==> config.mk <==
export PLATFORM = sky130hd
export DESIGN_NAME = statusRegs
export DESIGN_NICKNAME = d
export VERILOG_FILES = /design/src/statusRegs.sv
export SDC_FILE = /design/constraint.sdc
export NUM_CORES = 1
export LEC_CHECK = 0
export BUFFER_PORTS_ARGS = -buffer_cell sky130_fd_sc_hd__buf_2
export CORE_UTILIZATION = 40
export DETAILED_ROUTE_END_ITERATION = 6
export SYNTH_ARGS = -nofsm -noshare
export SYNTH_HDL_FRONTEND = slang
export SYNTH_SLANG_ARGS = --single-unit
==> constraint.sdc <==
create_clock -name clk -period 1.9 [get_ports clk]
set_clock_uncertainty 0.05 [all_clocks]
set_input_delay 0.19 -clock clk [delete_from_list [all_inputs] [get_ports clk]]
set_output_delay 0.19 -clock clk [all_outputs]
set_load 0.03 [all_outputs]
==> src/statusRegs.sv <==
`timescale 1ns/1ps
`default_nettype none

module statusRegs (
	input wire clk,
	input wire rst,
	input wire retireValid,
	input wire retireFinal,
	output logic halted,
	output logic [15:0] retiredCount
);

	always_ff @(posedge clk)
	begin
		if (rst)
		begin
			halted <= 1'b0;
			retiredCount <= 16'd0;
		end
		else
		begin
			if (retireValid)
				retiredCount <= retiredCount + 16'd1;	// END counts too
			if (retireFinal)
				halted <= 1'b1;	// Sticky until reset
		end
	end

	// Halt only follows a retirement
	assert property (@(posedge clk) disable iff (rst) $rose(halted) |-> $past(retireValid))
		else $error("statusRegs halted without END retirement");

endmodule

`default_nettype wire

[Word-level counts from Yosys, hierarchy flattened]
Index checks and enable logic that the tools add are counted.
Cells by class
  add/subtract/negate cells: 1
Operators by type and width (number)
  16-bit by 1-bit adder with 16-bit output (second input constant): 1
Storage, ports and cells
  output and inout bits: 17
  register bits after elaboration: 17
  word-level logic and storage cells: 3

[Depth between registers and ports, before layout]
  depth after elaboration: 1
  mapped depth: 5
  gate-level depth less buffers: 5

[Worst setup path before layout]
Ideal clock, no wire load.
  path kind: reg2reg
  from: register retiredCount[5]
  to: register retiredCount[14]
  library setup time: 0.121 ns
  path slack: -0.024 ns
  path buffers: 0
  data arrival time: 1.754 ns
  required time: 1.729 ns
  cell stages (with the launch flop): 5
  cells stage by stage: dfxtp_1 nand4_2 or2_2 nor4_1 mux2_2
On the way
  word-level cells in the longest chain between the ends: 1
RTL lines
  start: declaration: line 10  | output logic [15:0] retiredCount
  start signal: assignment: line 23  | retiredCount <= retiredCount + 16'd1;
  16-bit by 1-bit adder with 16-bit output: line 23
No other way between the ends.
A chain may end at the register's enable or synchronous reset.

[Final worst setup path]
  from: register retiredCount[7]
  to: register retiredCount[14]
The elaborated chain is that of the path after synthesis.

==> flow_summary.toml <==
[run_status]
status = "completed"

[sta]
slew-limit-headroom_pct = 73.87
finalHoldViolCount = 0
setup_viol = 0
clock.fmax_mhz = 588.5
worstMarginPinSlew_ns = 0.3909
finalCritPeriodShare_pct = 89.43
hold_ws_ns = 0.04252
fin_setup_tns_ns = 0
rsz0062_at_grt = "no"
period_minus_slack_ns = 1.699
drv_slew = 0

[power_and_ir_drop]
combPwrFrac_pct = 7.8
ir_worst_vdd_v = 0.0004294
pwr-share-seq_pct = 60.3
leakagePower_nw = 0.4069
p_sw_mw = 0.1522
switching_share_pct = 24.97
intPower_mw = 0.4572
clockPowerShare_pct = 31.8
p_per_area_mw_per_mm2 = 641.6

[worst_setup_path]
crit_required_ns = 2.04
rrSetupSlack_ns = 0.20
cpMaxStageDelayCell = "dfxtp_1"
crit_chain = "nand4_2 -> or2_2 -> nor4_1 -> mux2_2"
endpoint_kind = "flop"
crit_family = "simple AND/OR/NAND/NOR gates"
max_stage_delay_ns = 0.41
crit_buf_inv = 0
start_kind = "flop"
crit_type = "flop to flop"
arrival_ns = 1.84
cp_max_fo = 4

[clock_tree]
cts-buffers-inserted = 3
root_buffer = "clkbuf_4"
clock-sinks = 17
cts_tree = "done"
cts_hold_buffers = 0
worstSkewPairLatency_ns = 0.29
htree_num_levels = 1
cts_resized = 0
max-clock-path-buffers = 2
cts_post_setup_buffers_inserted = 0
clk_pin_slew_worst_paths_ns = 0.10

[yosys]
synthCells = 86
yosys_warnings = 0
synth.area.top_cells = "dfxtp_1 (43%), nor2_1 (8.6%), xnor2_1 (6.7%), xor2_1 (4.5%), mux2_2 (2.9%)"
synth_nets = 91
synth.distinct_cells = 29
synth_seq_cells = 17
yosysTopAreaCell = "dfxtp_1"
avgSynthCellArea_um2 = 9.122
synth_seq_area_share_pct = 43.38
synth_top_area_share_pct = 43.38
synth_area_um2 = 784.5

[layout]
drive_above_1_share_pct = 33.03
diodes = 0
final_cell_mix = "buf_2 (20), nor2_1 (18), dfxtp_1 (15)"
num-fill-cells = 183
final_util_pct = 53.26
num-nets-final = 115
final_common_cell = "buf_2"
final_cell_area_um2 = 949.7
area_growth_pct = 21.05

[placement]
place_congestion = 0.7304
place_area_um2 = 922.1
io_buffers = 20
place_hpwl_um = 1032

[global_routing]
grt_max_degree = 21
grt_pass1_vias = 518
grt_usage_pct = 15.67
overflow = 0
grt_pass1_wl_um = 2249
antenna_found_initial = 0

[floorplan]
boundaryPins = 21
die_area_mm2 = 0.002142
die_w_um = 46.29
die_y_um = 46.29
coreArea_mm2 = 0.001783
rows = 15
start_util_pct = 44.00

[detailed_routing]
dr.first_iter.drc_count = 3
avgViaCountPerCell = 4.873
dr_wl_met2_um = 634
vias = 653
wl_met3_um = 54
wl_met1_um = 730
antenna_left = 0
drcViolationCount = 0
wl_per_cell_um = 10.87
dr.pass1.iters = 2
top_layer_used = "met4"
totalWireLength_um = 1456

[min_path]
hold_path.class = "primary input to flop"

[flow_run]
maxCapViolations = 0
## sequential cells by signal (all words and copies together), names as in the netlist
register and count:
retiredCount 16, halted 1
## worst paths after layout
| check | from | to | cells past startpoint |
|---|---|---|---|
| max | retiredCount[7] | retiredCount[14] | 4 |
| max reg2reg | retiredCount[7] | retiredCount[14] | 4 |
| min | retireFinal | halted | 3 |
| min reg2reg | halted | halted | 2 |
## layout make-up
type,count,area [um2],area share (%)
Clock buffer,3,22.52,2.372
Clock inverter,1,5.005,0.5270
Inverter,2,7.507,0.7905
Multi-Input combinational cell,64,425.4,44.80
Sequential cell,17,342.8,36.10
Tap cell,25,31.28,3.294
Timing Repair Buffer,22,115.1,12.12
## synth_stat cells
master	n
nor2_1	18
dfxtp_1	17
nand2_1	6
xnor2_1	6
xor2_1	4
a21oi_1	3
nand3_1	3
nor3_1	3
nor4_1	3
clkbuf_1	2
inv_1	2
mux2_2	2
a31o_2	1
and3_1	1
buf_1	1
ha_1	1
mux2i_1	1
nand2b_1	1
nand4_1	1
nand4_2	1
nand4_4	1
nor2b_1	1
nor4_4	1
nor4b_2	1
o21ai_0	1
o41ai_1	1
or2_2	1
or3_1	1
or3b_1	1
## tightest hold or removal path, delay by kind of cell
family	cells	cell delay, ns
buffers and inverters	1	0.07
AND/OR/NAND/NOR	2	0.09
## cells by family after synthesis
family / after synthesis / share of synthesized area, %
multiplexers: 3 / 4.147
adder cells (fa/ha/maj): 1 / 1.595
AO/OA/AOI/OAI: 6 / 4.784
buffers and inverters: 5 / 2.393
AND/OR/NAND/NOR: 44 / 32.54
flip-flops: 17 / 43.38
XOR/XNOR: 10 / 11.16
## power by group through the flow
stage / registers [mW] / logic [mW] / clock network [mW]
global placement: 0.376 / 0.0481 / 0
floorplan: 0.390 / 0.0170 / 0
finish: 0.368 / 0.0478 / 0.194
detailed placement: 0.376 / 0.0486 / 0
global route: 0.369 / 0.0524 / 0.218
CTS: 0.368 / 0.0486 / 0.205
## through the flow
stage          power [mW]  cells  worst slack [ns]
2_1_floorplan      0.4069     86           0.01587
3_3_place_gp       0.4236    130            0.2235
3_5_place_dp       0.4247    130            0.1921
4_1_cts            0.6217    134            0.1981
5_1_grt            0.6389    134           0.07178
6_report           0.6093    134            0.2009
## routing by layer
layer,track usage [%],vias to the layer above
li1,-,341
met1,19.39,295
met2,23.10,13
met3,4.706,4
met4,10.59,0
met5,0,-
Note: power is estimated with default switching activity, not from simulation.
