### config.mk
export PLATFORM = sky130hd
export DESIGN_NAME = creditFifo
export DESIGN_NICKNAME = d
export VERILOG_FILES = /design/src/mipsPkg.sv /design/src/creditFifo.sv
export SDC_FILE = /design/constraint.sdc
export NUM_CORES = 1
export LEC_CHECK = 0
export ABC_AREA = 1
export BUFFER_PORTS_ARGS = -buffer_cell sky130_fd_sc_hd__buf_2
export CORE_MARGIN = 3
export CORE_UTILIZATION = 50
export DETAILED_ROUTE_END_ITERATION = 10
export PLACE_DENSITY = 0.73
export SLEW_MARGIN = 20
export SYNTH_ARGS = -nofsm -noshare
export SYNTH_HDL_FRONTEND = slang
export SYNTH_SLANG_ARGS = --single-unit
### constraint.sdc
create_clock -name clk -period 2.2 [get_ports clk]
set_input_delay 0.22 -clock clk [delete_from_list [all_inputs] [get_ports clk]]
set_output_delay 0.22 -clock clk [all_outputs]
set_load 0.01 [all_outputs]
### src/mipsPkg.sv
`default_nettype none

package mipsPkg;

	////////////////////
	// Sizing
	localparam int kInstDepth = 4;	// Ingress slots, equals sender credits
	localparam int kResCredits = 4;	// Result credits after reset
	localparam int kMemWords = 64;	// Data memory depth
	localparam int kInstPtrW = $clog2(kInstDepth);
	localparam int kCreditW = $clog2(kResCredits + 1);
	localparam int kMemAddrW = $clog2(kMemWords);	// Word index bits

	////////////////////
	// Opcodes
	localparam logic [5:0] kOpRType = 6'h00;
	localparam logic [5:0] kOpBeq = 6'h04;
	localparam logic [5:0] kOpBne = 6'h05;
	localparam logic [5:0] kOpAddi = 6'h08;
	localparam logic [5:0] kOpSlti = 6'h0A;
	localparam logic [5:0] kOpAndi = 6'h0C;
	localparam logic [5:0] kOpOri = 6'h0D;
	localparam logic [5:0] kOpXori = 6'h0E;
	localparam logic [5:0] kOpLui = 6'h0F;
	localparam logic [5:0] kOpLb = 6'h20;
	localparam logic [5:0] kOpLh = 6'h21;
	localparam logic [5:0] kOpLw = 6'h23;
	localparam logic [5:0] kOpLbu = 6'h24;
	localparam logic [5:0] kOpLhu = 6'h25;
	localparam logic [5:0] kOpLwu = 6'h27;
	localparam logic [5:0] kOpSb = 6'h28;
	localparam logic [5:0] kOpSh = 6'h29;
	localparam logic [5:0] kOpSw = 6'h2B;
	localparam logic [5:0] kOpFinish = 6'h3E;
	localparam logic [5:0] kOpEnd = 6'h3F;	// Halts issue once retired

	// R-type funct field
	localparam logic [5:0] kFnSll = 6'h00;
	localparam logic [5:0] kFnSrl = 6'h02;
	localparam logic [5:0] kFnSra = 6'h03;
	localparam logic [5:0] kFnSllv = 6'h04;
	localparam logic [5:0] kFnSrlv = 6'h06;
	localparam logic [5:0] kFnSrav = 6'h07;
	localparam logic [5:0] kFnAdd = 6'h20;
	localparam logic [5:0] kFnSub = 6'h22;
	localparam logic [5:0] kFnAnd = 6'h24;
	localparam logic [5:0] kFnOr = 6'h25;
	localparam logic [5:0] kFnXor = 6'h26;
	localparam logic [5:0] kFnNor = 6'h27;
	localparam logic [5:0] kFnSlt = 6'h2A;

	////////////////////
	// Types
	typedef enum logic [3:0] {
		aluAdd = 4'd0,
		aluSub = 4'd1,
		aluAnd = 4'd2,
		aluOr = 4'd3,
		aluXor = 4'd4,
		aluNor = 4'd5,
		aluSll = 4'd6,
		aluSrl = 4'd7,
		aluSra = 4'd8,
		aluSlt = 4'd9	// Signed compare
	} aluOp_t;

	typedef enum logic [1:0] {
		srcReg = 2'd0,	// Register B
		srcImm = 2'd1,	// Sign-extended immediate
		srcShamt = 2'd2,	// Shift by inst[10:6]
		srcLui = 2'd3	// Immediate to upper half
	} aluSrc_t;

	typedef enum logic [1:0] {
		sizeWord = 2'd0,
		sizeByte = 2'd1,
		sizeHalf = 2'd2
	} memSize_t;

	typedef struct packed {
		logic [5:0] op;
		logic [4:0] rs;
		logic [4:0] rt;
		logic [4:0] rd;
		logic [4:0] shamt;
		logic [5:0] funct;
	} instWord_t;

	typedef struct packed {
		aluOp_t aluOp;
		aluSrc_t aluSrc;
		logic regWrite;
		logic memToReg;	// Writeback from memory
		logic [3:0] byteEn;	// Store lanes before offset shift
		memSize_t readSize;
		logic readSigned;
		logic branch;
		logic branchNe;	// BNE when set
		logic regDst;	// Dest is rd, else rt
		logic isFinal;	// END marker
	} ctrl_t;

	typedef struct packed {
		logic regWrite;
		logic [4:0] destReg;
		logic [31:0] value;	// Store address for stores
		logic isBranch;
		logic taken;
		logic isStore;
	} resRec_t;

endpackage

`default_nettype wire

### src/creditFifo.sv
`timescale 1ns/1ps
`default_nettype none

module creditFifo (
	input wire clk,
	input wire rst,
	input wire pushValid,
	input wire mipsPkg::instWord_t pushData,
	input wire pop,
	output mipsPkg::instWord_t headData,
	output logic notEmpty,
	output logic credit
);
	import mipsPkg::*;

	instWord_t slots [kInstDepth];	// Circular storage
	logic [kInstPtrW-1:0] wrPtr;
	logic [kInstPtrW-1:0] rdPtr;
	logic [kInstPtrW:0] count;	// Occupancy 0..depth
	logic full;
	logic doPush;
	logic doPop;

	assign full = (count == (kInstPtrW + 1)'(kInstDepth));
	assign notEmpty = (count != '0);
	assign doPush = pushValid && !full;
	assign doPop = pop && notEmpty;
	assign headData = slots[rdPtr];	// Head visible without a pop

	always_ff @(posedge clk)
	begin
		if (doPush)
			slots[wrPtr] <= pushData;
	end

	always_ff @(posedge clk)
	begin
		if (rst)
		begin
			wrPtr <= '0;
			rdPtr <= '0;
			count <= '0;
			credit <= 1'b0;
		end
		else
		begin
			if (doPush)
				wrPtr <= wrPtr + 1'b1;	// Power-of-two wrap
			if (doPop)
				rdPtr <= rdPtr + 1'b1;
			case ({doPush, doPop})
				2'b10: count <= count + 1'b1;
				2'b01: count <= count - 1'b1;
				default: count <= count;	// Both or neither
			endcase
			credit <= doPop;	// One credit back per pop
		end
	end

	// Sender must never outrun its credits
	assert property (@(posedge clk) disable iff (rst) pushValid |-> !full)
		else $error("creditFifo push while full");

endmodule

`default_nettype wire

# Yosys cells after proc, flatten, opt, wreduce, memory -nomap -nowiden
# Memory sizes are Yosys's and may differ from the RTL's. A register that Yosys moved wholly into a read port is not among the register bits.
# Cells that the tools add are included.
# classes
n_addsub	4
n_eq_ne	3
n_mux	5
n_reduce_logical	5
# op_table
cell	count
3-bit case mux with 2 select lines	1
2-bit by 1-bit adder with 2-bit output, second input constant	2
2-bit 2-to-1 mux	2
3-bit by 1-bit adder with 3-bit output, second input constant	1
3-bit equality test, second input constant	1
3-bit nonzero test	1
3-bit by 1-bit subtractor with 3-bit output, second input constant	1
2-bit by 1-bit equality test with 1-bit output, second input constant	1
2-bit equality test, second input constant	1
1-bit logical AND	2
1-bit 2-to-1 mux	2
2-bit nonzero test	1
1-bit logical NOT	1
# totals
register_bits	8
ram_bits	128
in_bits	36
out_inout_bits	34
wordCells	22
memories	1
# mem_list
memory	depth	width	rd	rd_ports_with_merged_regs	wr	line_no	rtl
slots	4	32	1	1	1	creditFifo.sv:16	instWord_t slots [kInstDepth];

# Depth between registers and ports, before layout
# Gate-level depths: netlist (run 1).
# logic_depth
ltp_word	5
mapped_depth	13
ltp_nobuf	13

# Worst setup path before layout (run 1)
# No wires, ideal clock.
# synth_path
path_type	register to register
start	reg count[1]
end	mem slots[2][0] in the netlist's numbering (enable)
t_arrival_ns	1.955
path_slack_ns	-0.176
stages_incl_launch_ff	5
path_buffers	0
synth_period_minus_slack_ns	2.376
cell_sequence	dfxtp_1 -> nor2_2 -> nand2_1 -> nand2_4 -> nor2_1
# synth_via
elab_chain_cells	5
# synth_rtl
item	line_no	rtl
from (decl)	creditFifo.sv:19	logic [kInstPtrW:0] count;
from (signal assigned)	creditFifo.sv:52	2'b10: count <= count + 1'b1;
from (signal assigned)	creditFifo.sv:53	2'b01: count <= count - 1'b1;
from (signal assigned)	creditFifo.sv:54	default: count <= count;
3-bit equality test	creditFifo.sv:24	assign full = (count == (kInstPtrW + 1)'(kInstDepth));
1-bit logical NOT	creditFifo.sv:26	assign doPush = pushValid && !full;
1-bit logical AND	creditFifo.sv:26	
1-bit 2-to-1 mux	creditFifo.sv:32	if (doPush)
1-bit 2-to-1 mux (not written as such)	creditFifo.sv:33	slots[wrPtr] <= pushData;
to (decl)	creditFifo.sv:16	
# No other way between the ends.

==> impl_metrics.prom, run 1 <==
# TYPE chip_impl_metric gauge
chip_impl_metric{name="fin_worst_skew",unit="ps"} 9.81
chip_impl_metric{name="clock_buffer_count_from_cts",unit=""} 17
chip_impl_metric{name="post_dp_cell_area",unit="sq um"} 5770
chip_impl_metric{name="count_of_buffering_cells_on_the_critical_path_with_inverters_included",unit=""} 2
chip_impl_info{name="rsz0062_at_grt",value="no"} 1
chip_impl_info{name="timing.rr.start",value="count[1]"} 1
chip_impl_info{name="status",value="finished, final reports clean"} 1
chip_impl_metric{name="die_area",unit="sq um"} 11900
chip_impl_metric{name="worst_r2r_path_depth",unit=""} 12
chip_impl_metric{name="timing.final.setup_violations",unit=""} 0
chip_impl_info{name="yosysTopAreaCell",value="edfxtp_1"} 1
chip_impl_metric{name="drt-total-wl",unit="mm"} 10.9
chip_impl_metric{name="synth-edff-count",unit=""} 128
chip_impl_metric{name="post_route_cells_drive_above_1_share",unit="%"} 24.2
chip_impl_info{name="min_path_type",value="in -> reg"} 1
chip_impl_metric{name="post_synth_instance_area",unit="sq um"} 5290
chip_impl_info{name="yosys-top-cells-area",value="edfxtp_1, nor2_1, dfxtp_1, o22ai_1, o21ai_0"} 1
chip_impl_metric{name="ant_nets",unit=""} 0
chip_impl_info{name="cp_cell_sequence",value="inv_8 -> nor2_1 -> o22ai_1 -> buf_2"} 1
chip_impl_info{name="postSynth.topFlopCell",value="edfxtp_1"} 1
chip_impl_metric{name="drcViolationCount",unit=""} 0
chip_impl_metric{name="drtIter0Drc",unit=""} 232
chip_impl_metric{name="worst_path_largest_cell_delay",unit="ps"} 410
chip_impl_metric{name="timing.final.hold_violations",unit=""} 0
chip_impl_metric{name="total_power",unit="mW"} 7.68
chip_impl_metric{name="cap_viol_max_count",unit=""} 0
chip_impl_info{name="critPathLaunchType",value="register"} 1
chip_impl_metric{name="cts.clk_slew.worst_paths",unit="ps"} 60
chip_impl_metric{name="preCtsSetupSlack",unit="ps"} 328
chip_impl_metric{name="crit_fanout",unit=""} 64
chip_impl_info{name="timing.rr.end",value="count[2]"} 1
chip_impl_metric{name="power_density_normalized_to_cell_area",unit="nW/um^2"} 1140
chip_impl_metric{name="die_h",unit="um"} 109
chip_impl_metric{name="core",unit="sq um"} 10000
chip_impl_metric{name="yosys_warnings",unit=""} 0
chip_impl_metric{name="number_of_distinct_library_cells_after_synthesis",unit=""} 21
chip_impl_metric{name="cts_max_path_buffers",unit=""} 2
chip_impl_metric{name="placed_cells",unit=""} 574
chip_impl_metric{name="worst-endpoint-required",unit="ps"} 1980
chip_impl_metric{name="gp_congestion",unit=""} 0.720
chip_impl_info{name="yosys.cell_count.top_type",value="edfxtp_1"} 1
chip_impl_metric{name="met3_wirelength",unit="um"} 744
chip_impl_metric{name="syn_inst",unit=""} 379
chip_impl_metric{name="max_clock_freq",unit="GHz"} 0.501
chip_impl_metric{name="drt_first_pass_iters",unit=""} 4
chip_impl_info{name="tritoncts",value="done"} 1
chip_impl_metric{name="vias_per_cell",unit=""} 5.32
chip_impl_metric{name="num_antenna_cells",unit=""} 0
chip_impl_metric{name="antenna_found_initial",unit=""} 1
chip_impl_info{name="worstSetupPathType",value="reg -> out"} 1
chip_impl_metric{name="io_pins",unit=""} 70
chip_impl_metric{name="post_synth.cell_area_avg",unit="sq um"} 14.0
chip_impl_metric{name="globalRouteTotalUtil",unit="%"} 19.7
chip_impl_metric{name="via_count_of_the_first_global_routing_pass",unit=""} 3433
chip_impl_metric{name="synth_top_area_share",unit="%"} 72.6
chip_impl_metric{name="path_depth",unit=""} 4
chip_impl_info{name="worstHoldStart",value="pushValid"} 1
chip_impl_metric{name="first_pass_grt_wire_length",unit="mm"} 17.2
chip_impl_metric{name="met2WireLength",unit="mm"} 5.58
chip_impl_info{name="standard_cell_with_the_maximum_stage_delay_on_the_critical_path",value="dfxtp_4"} 1
chip_impl_metric{name="setup.reg_to_reg.worst_slack",unit="ps"} 300
chip_impl_metric{name="htree_levels",unit=""} 4
chip_impl_metric{name="worstPathArrival",unit="ps"} 1780
chip_impl_metric{name="wl_met1",unit="mm"} 4.44
chip_impl_metric{name="synth_seq_area_share",unit="%"} 76.4
chip_impl_metric{name="max-vdd-ir-drop",unit="uV"} 637
chip_impl_metric{name="detailedPlacementHpwl",unit="mm"} 6.12
chip_impl_metric{name="final_util",unit="%"} 66.8
chip_impl_metric{name="instances_no_fill",unit=""} 641
chip_impl_metric{name="slew_headroom",unit="%"} 75.6
chip_impl_info{name="clock-root-buffer",value="clkbuf_8"} 1
chip_impl_metric{name="io_buffer_count",unit=""} 69
chip_impl_metric{name="layout_worst_path_cycle_share",unit="%"} 90.8
chip_impl_metric{name="initial_utilization",unit="%"} 52.7
chip_impl_metric{name="final_net_count",unit=""} 537
chip_impl_info{name="critPathTopFamily",value="buffers and inverters"} 1
chip_impl_metric{name="area_growth_from_synthesis_to_final_layout",unit="%"} 26.8
chip_impl_info{name="post_synth_most_frequent_cells",value="edfxtp_1, nor2_1, o21ai_0, o22ai_1, o21ai_1"} 1
chip_impl_metric{name="synthesis.nets",unit=""} 421
chip_impl_metric{name="stdcell_area",unit="sq um"} 6710
chip_impl_metric{name="ys_seq_elements",unit=""} 138
chip_impl_info{name="dr.max_layer_used",value="met5"} 1
chip_impl_metric{name="grt_start_max_net_pins",unit=""} 65
chip_impl_metric{name="share_of_synthesized_flip_flops_with_an_asynchronous_set_or_reset",unit="%"} 0
chip_impl_metric{name="die_w",unit="um"} 109
chip_impl_metric{name="worst_slew_pin_slew",unit="ps"} 365
chip_impl_metric{name="clk-insertion-delay-late",unit="ps"} 520
chip_impl_metric{name="vias",unit=""} 3411
chip_impl_metric{name="period_minus_slack",unit="ps"} 2000
chip_impl_metric{name="num_rows",unit=""} 36
chip_impl_metric{name="final.setup.worst_slack",unit="ps"} 203
chip_impl_metric{name="report.final.slew_viol_count",unit=""} 0
chip_impl_metric{name="grt_remaining_overflow",unit=""} 0
chip_impl_info{name="endpoint",value="headData[16]"} 1
chip_impl_info{name="worstSetupEndpointType",value="output pin"} 1
chip_impl_metric{name="clkSinkCount",unit=""} 138
chip_impl_metric{name="static-leakage-power",unit="nW"} 2.46
chip_impl_metric{name="routedWlPerCell",unit="um"} 17.0
## state kept, by name, summed over array words and instances, names as in the netlist, named ones only
name and count:
rdPtr 2, credit 1, count 3, wrPtr 2
slots 128
## how the worst min path moves through the flow
| stage | endpoint | slack [ps] | cells past startpoint |
|---|---|---|---|
| after floorplan | wrPtr[0] | 290 | 1 |
| final | wrPtr[1] | 30 | 3 |
| after global placement | slots[1][26] | 430 | 1 |
| after CTS | wrPtr[1] | 1 | 3 |
| after global routing | wrPtr[1] | 8 | 3 |
| after detailed placement | slots[1][13] | 440 | 1 |
## worst min-delay path, cell delays in order
cell and delay (ps):
buf_2 130, nand3_1 80, a21oi_1 70
## per-layer routing
metal,global-route usage [%],vias up
met4,8.30,2
li1,-,1633
met3,6.63,15
met5,0,-
met1,24.2,1640
met2,32.1,121
## cell families after synthesis
family	Yosys count	share of synthesized area, %
DFF	138	76.4
AOI/OAI and AO/OA	103	10.5
and+or+nand+nor	95	7.14
buffers and inverters	37	4.40
adders and majority gates	6	1.56
## power by group
| part | internal [mW] | switching, mW | leakage, nW | total (mW) |
|---|---|---|---|---|
| logic | 0.613 | 1.09 | 0.924 | 1.70 |
| registers | 3.13 | 0.109 | 1.26 | 3.24 |
| clock network | 1.63 | 1.11 | 0.274 | 2.74 |
## final cells by class
type	instances	area, sq um
Sequential cell	138	4050
Fill cell	665	3330
Multi-Input combinational cell	204	1050
Timing Repair Buffer	116	793
Clock buffer	17	414
Tap cell	133	166
Clock inverter	15	165
Inverter	18	77.6
## placed cells by master (no fill, tap or decap)
cell type and count:
a21oi_1 5, buf_2 69, o22ai_1 32, clkbuf_8 1, o21ai_0 38, dfxtp_4 1, inv_1 16, buf_4 11
buf_8 1, dlygate4sd3_1 35, nor2_4 4, o21ai_1 28, clkinvlp_4 3, fa_1 1, dfxtp_1 9, edfxtp_1 128
nand2_4 1, nor2_1 69, clkinv_4 4, clkbuf_16 16, inv_6 5, inv_8 1, bufinv_16 2, inv_4 1
nand2_2 1, clkinv_1 1, ha_1 5, nand2_1 13, nor2_2 2, nand3_1 5
## stage by stage
step | hold WS (ps) | TNS [ps]
global route | 7.53 | 0
detailed placement | 439 | 0
CTS | 1.45 | 0
global placement | 432 | 0
finish | 28.2 | 0
floorplan | 289 | -22550
## timing repair
| item | CTS | global route |
|---|---|---|
| resized for setup | 1 | 4 |
| hold buffers | 35 | 0 |
| setup buffers | 0 | 0 |
| setup endpoints to repair | 9 | 12 |
| pin swaps | 0 | 0 |
| hold endpoints to repair | 133 | 0 |
No activity file was read; power rests on OpenSTA's default activity.
==> inputs of run 2 (changes only) <==
==> constraint.sdc (replaced) <==
create_clock -name clk -period 2.2 [get_ports clk]
set_input_delay 0.22 -clock clk [delete_from_list [all_inputs] [get_ports clk]]
set_output_delay 0.22 -clock clk [all_outputs]
set_load 0.1 [all_outputs]
==> impl_metrics.prom, run 2 (synthesized netlist as in run 1, its figures left out) <==
# TYPE chip_impl_metric gauge
chip_impl_metric{name="gp_congestion",unit=""} 0.712
chip_impl_metric{name="static-leakage-power",unit="nW"} 2.56
chip_impl_metric{name="vias",unit=""} 3425
chip_impl_metric{name="io_pins",unit=""} 70
chip_impl_metric{name="clk-insertion-delay-late",unit="ps"} 520
chip_impl_info{name="clock-root-buffer",value="clkbuf_8"} 1
chip_impl_metric{name="worst_hold_path.num_cells",unit=""} 3
chip_impl_metric{name="io_buffer_count",unit=""} 69
chip_impl_metric{name="slew_headroom",unit="%"} 67.6
chip_impl_metric{name="worst_r2r_path_depth",unit=""} 12
chip_impl_info{name="rsz0062_at_grt",value="no"} 1
chip_impl_metric{name="timing.final.setup_violations",unit=""} 0
chip_impl_metric{name="ant_nets",unit=""} 0
chip_impl_metric{name="final_net_count",unit=""} 537
chip_impl_metric{name="num_rows",unit=""} 36
chip_impl_metric{name="total_power",unit="mW"} 10.1
chip_impl_metric{name="htree_levels",unit=""} 4
chip_impl_info{name="min_path_type",value="in -> reg"} 1
chip_impl_metric{name="cts_max_path_buffers",unit=""} 2
chip_impl_info{name="biggestRegsByFlops",value="slots x128, count x3"} 1
chip_impl_metric{name="drt-total-wl",unit="mm"} 11.6
chip_impl_metric{name="layout_worst_path_cycle_share",unit="%"} 97.0
chip_impl_info{name="worstHoldStart",value="pushValid"} 1
chip_impl_metric{name="num_antenna_cells",unit=""} 0
chip_impl_metric{name="area_growth_from_synthesis_to_final_layout",unit="%"} 32.9
chip_impl_info{name="largest_register",value="slots"} 1
chip_impl_metric{name="grt_start_max_net_pins",unit=""} 65
chip_impl_metric{name="first_pass_grt_wire_length",unit="mm"} 18.1
chip_impl_metric{name="final.setup.worst_slack",unit="ps"} 66.1
chip_impl_metric{name="period_minus_slack",unit="ps"} 2130
chip_impl_metric{name="max_clock_freq",unit="GHz"} 0.469
chip_impl_metric{name="final_util",unit="%"} 70.0
chip_impl_metric{name="worstPathArrival",unit="ps"} 1910
chip_impl_metric{name="power_density_normalized_to_cell_area",unit="nW/um^2"} 1430
chip_impl_metric{name="antenna_found_initial",unit=""} 0
chip_impl_metric{name="vias_per_cell",unit=""} 5.34
chip_impl_info{name="worstSetupPathType",value="reg -> out"} 1
chip_impl_metric{name="grt_remaining_overflow",unit=""} 0
chip_impl_metric{name="routedWlPerCell",unit="um"} 18.0
chip_impl_metric{name="detailedPlacementHpwl",unit="mm"} 6.68
chip_impl_metric{name="core",unit="sq um"} 10000
chip_impl_metric{name="cts.clk_slew.worst_paths",unit="ps"} 60
chip_impl_metric{name="fin_worst_skew",unit="ps"} 10.1
chip_impl_info{name="timing.rr.start",value="count[1]"} 1
chip_impl_metric{name="cap_viol_max_count",unit=""} 0
chip_impl_metric{name="largest_register_ff_count",unit=""} 128
chip_impl_metric{name="fill_cells",unit=""} 656
chip_impl_info{name="critPathLaunchType",value="register"} 1
chip_impl_info{name="worstSetupEndpointType",value="output pin"} 1
chip_impl_metric{name="worst-endpoint-required",unit="ps"} 1980
chip_impl_metric{name="drt_first_pass_iters",unit=""} 4
chip_impl_metric{name="drtIter0Drc",unit=""} 231
chip_impl_metric{name="report.final.slew_viol_count",unit=""} 0
chip_impl_metric{name="clock_buffer_count_from_cts",unit=""} 17
chip_impl_metric{name="die_area",unit="sq um"} 11900
chip_impl_metric{name="drcViolationCount",unit=""} 0
chip_impl_metric{name="globalRouteTotalUtil",unit="%"} 20.8
chip_impl_info{name="layout.cells.most_common_list",value="edfxtp_1, nor2_1, o21ai_0, buf_2, buf_4"} 1
chip_impl_info{name="tritoncts",value="done"} 1
chip_impl_metric{name="max-vdd-ir-drop",unit="uV"} 1110
chip_impl_metric{name="initial_utilization",unit="%"} 52.7
chip_impl_metric{name="timing.final.hold_violations",unit=""} 0
chip_impl_metric{name="worst_slew_pin_slew",unit="ps"} 484
chip_impl_metric{name="via_count_of_the_first_global_routing_pass",unit=""} 3568
chip_impl_metric{name="preCtsSetupSlack",unit="ps"} 296
chip_impl_info{name="status",value="finished, final reports clean"} 1
chip_impl_metric{name="cts_post_setup_buffers_inserted",unit=""} 0
chip_impl_metric{name="die_h",unit="um"} 109
chip_impl_metric{name="clkSinkCount",unit=""} 138
chip_impl_info{name="layout_commonest_cell",value="edfxtp_1"} 1
chip_impl_metric{name="die_w",unit="um"} 109
chip_impl_metric{name="crit_fanout",unit=""} 20
chip_impl_metric{name="post_route_cells_drive_above_1_share",unit="%"} 30.5
==> run 2: cell count changes in the layout (fill, tap and decap cells not counted), moves of 4 or more <==
cell / change
buf_4: +24
buf_2: -32
buf_12: +4
buf_6: +6
clkinv_4: -4
o22ai_2: +32
o22ai_1: -32
==> run 2: final cells by class <==
cell class | count | area [sq um] | area share (%)
inverter | 18 | 75.1 | 1.07
multi-input combinational | 204 | 1250 | 17.7
clock buffer | 18 | 418 | 5.94
timing repair buffer | 116 | 936 | 13.3
tap | 133 | 166 | 2.37
sequential | 138 | 4050 | 57.5
clock inverter | 14 | 146 | 2.08
==> run 2: worst paths after layout <==
| check | slack, ps | end |
|---|---|---|
| worst max-delay path | 70 | headData[3] |
| worst min-delay path | 40 | wrPtr[1] |
| worst max register to register | 290 | count[2] |
| worst min register to register | 510 | wrPtr[1] |
==> run 2: routing by layer <==
metal / vias to the layer above / routed length [um] / part of all wire (%) / track usage [%]
li1: 1627 / - / - / -
met1: 1697 / 4860 / 42 / 25.5
met2: 95 / 6070 / 53 / 36.0
met3: 6 / 541 / 4.7 / 5.86
met4: 0 / 85 / 0.74 / 5.77
met5: - / 0 / 0 / 0
==> run 2: worst max-delay path: stages, from the launching register on <==
cell	delay (ps)
dfxtp_4	450
buf_4	260
o21ai_0	170
o22ai_2	200
buf_4	320
==> run 2: metrics by stage <==
step	instances	hold slack (ps)	setup TNS [ps]	instance area, sq um
floorplan	379	289	-22550	5490
global placement	575	429	0	6030
detailed placement	575	436	0	6030
CTS	641	16.5	0	7030
global route	641	34.3	0	7040
finish	641	42.7	0	7040
==> run 2: power by group <==
| part | leakage [nW] | total [mW] | switching [mW] | internal (mW) |
|---|---|---|---|---|
| registers | 1.26 | 3.23 | 0.106 | 3.13 |
| clock network | 0.262 | 2.69 | 1.07 | 1.62 |
| logic | 1.04 | 4.17 | 3.24 | 0.925 |
| total | 2.56 | 10.1 | 4.42 | 5.67 |
==> run 2: repair_timing <==
item                                    4_1_cts  5_1_grt
gates resized for setup                      38        1
hold endpoints to repair                    133        0
endpoints found under the setup margin       32       27
hold buffers                                 34        0
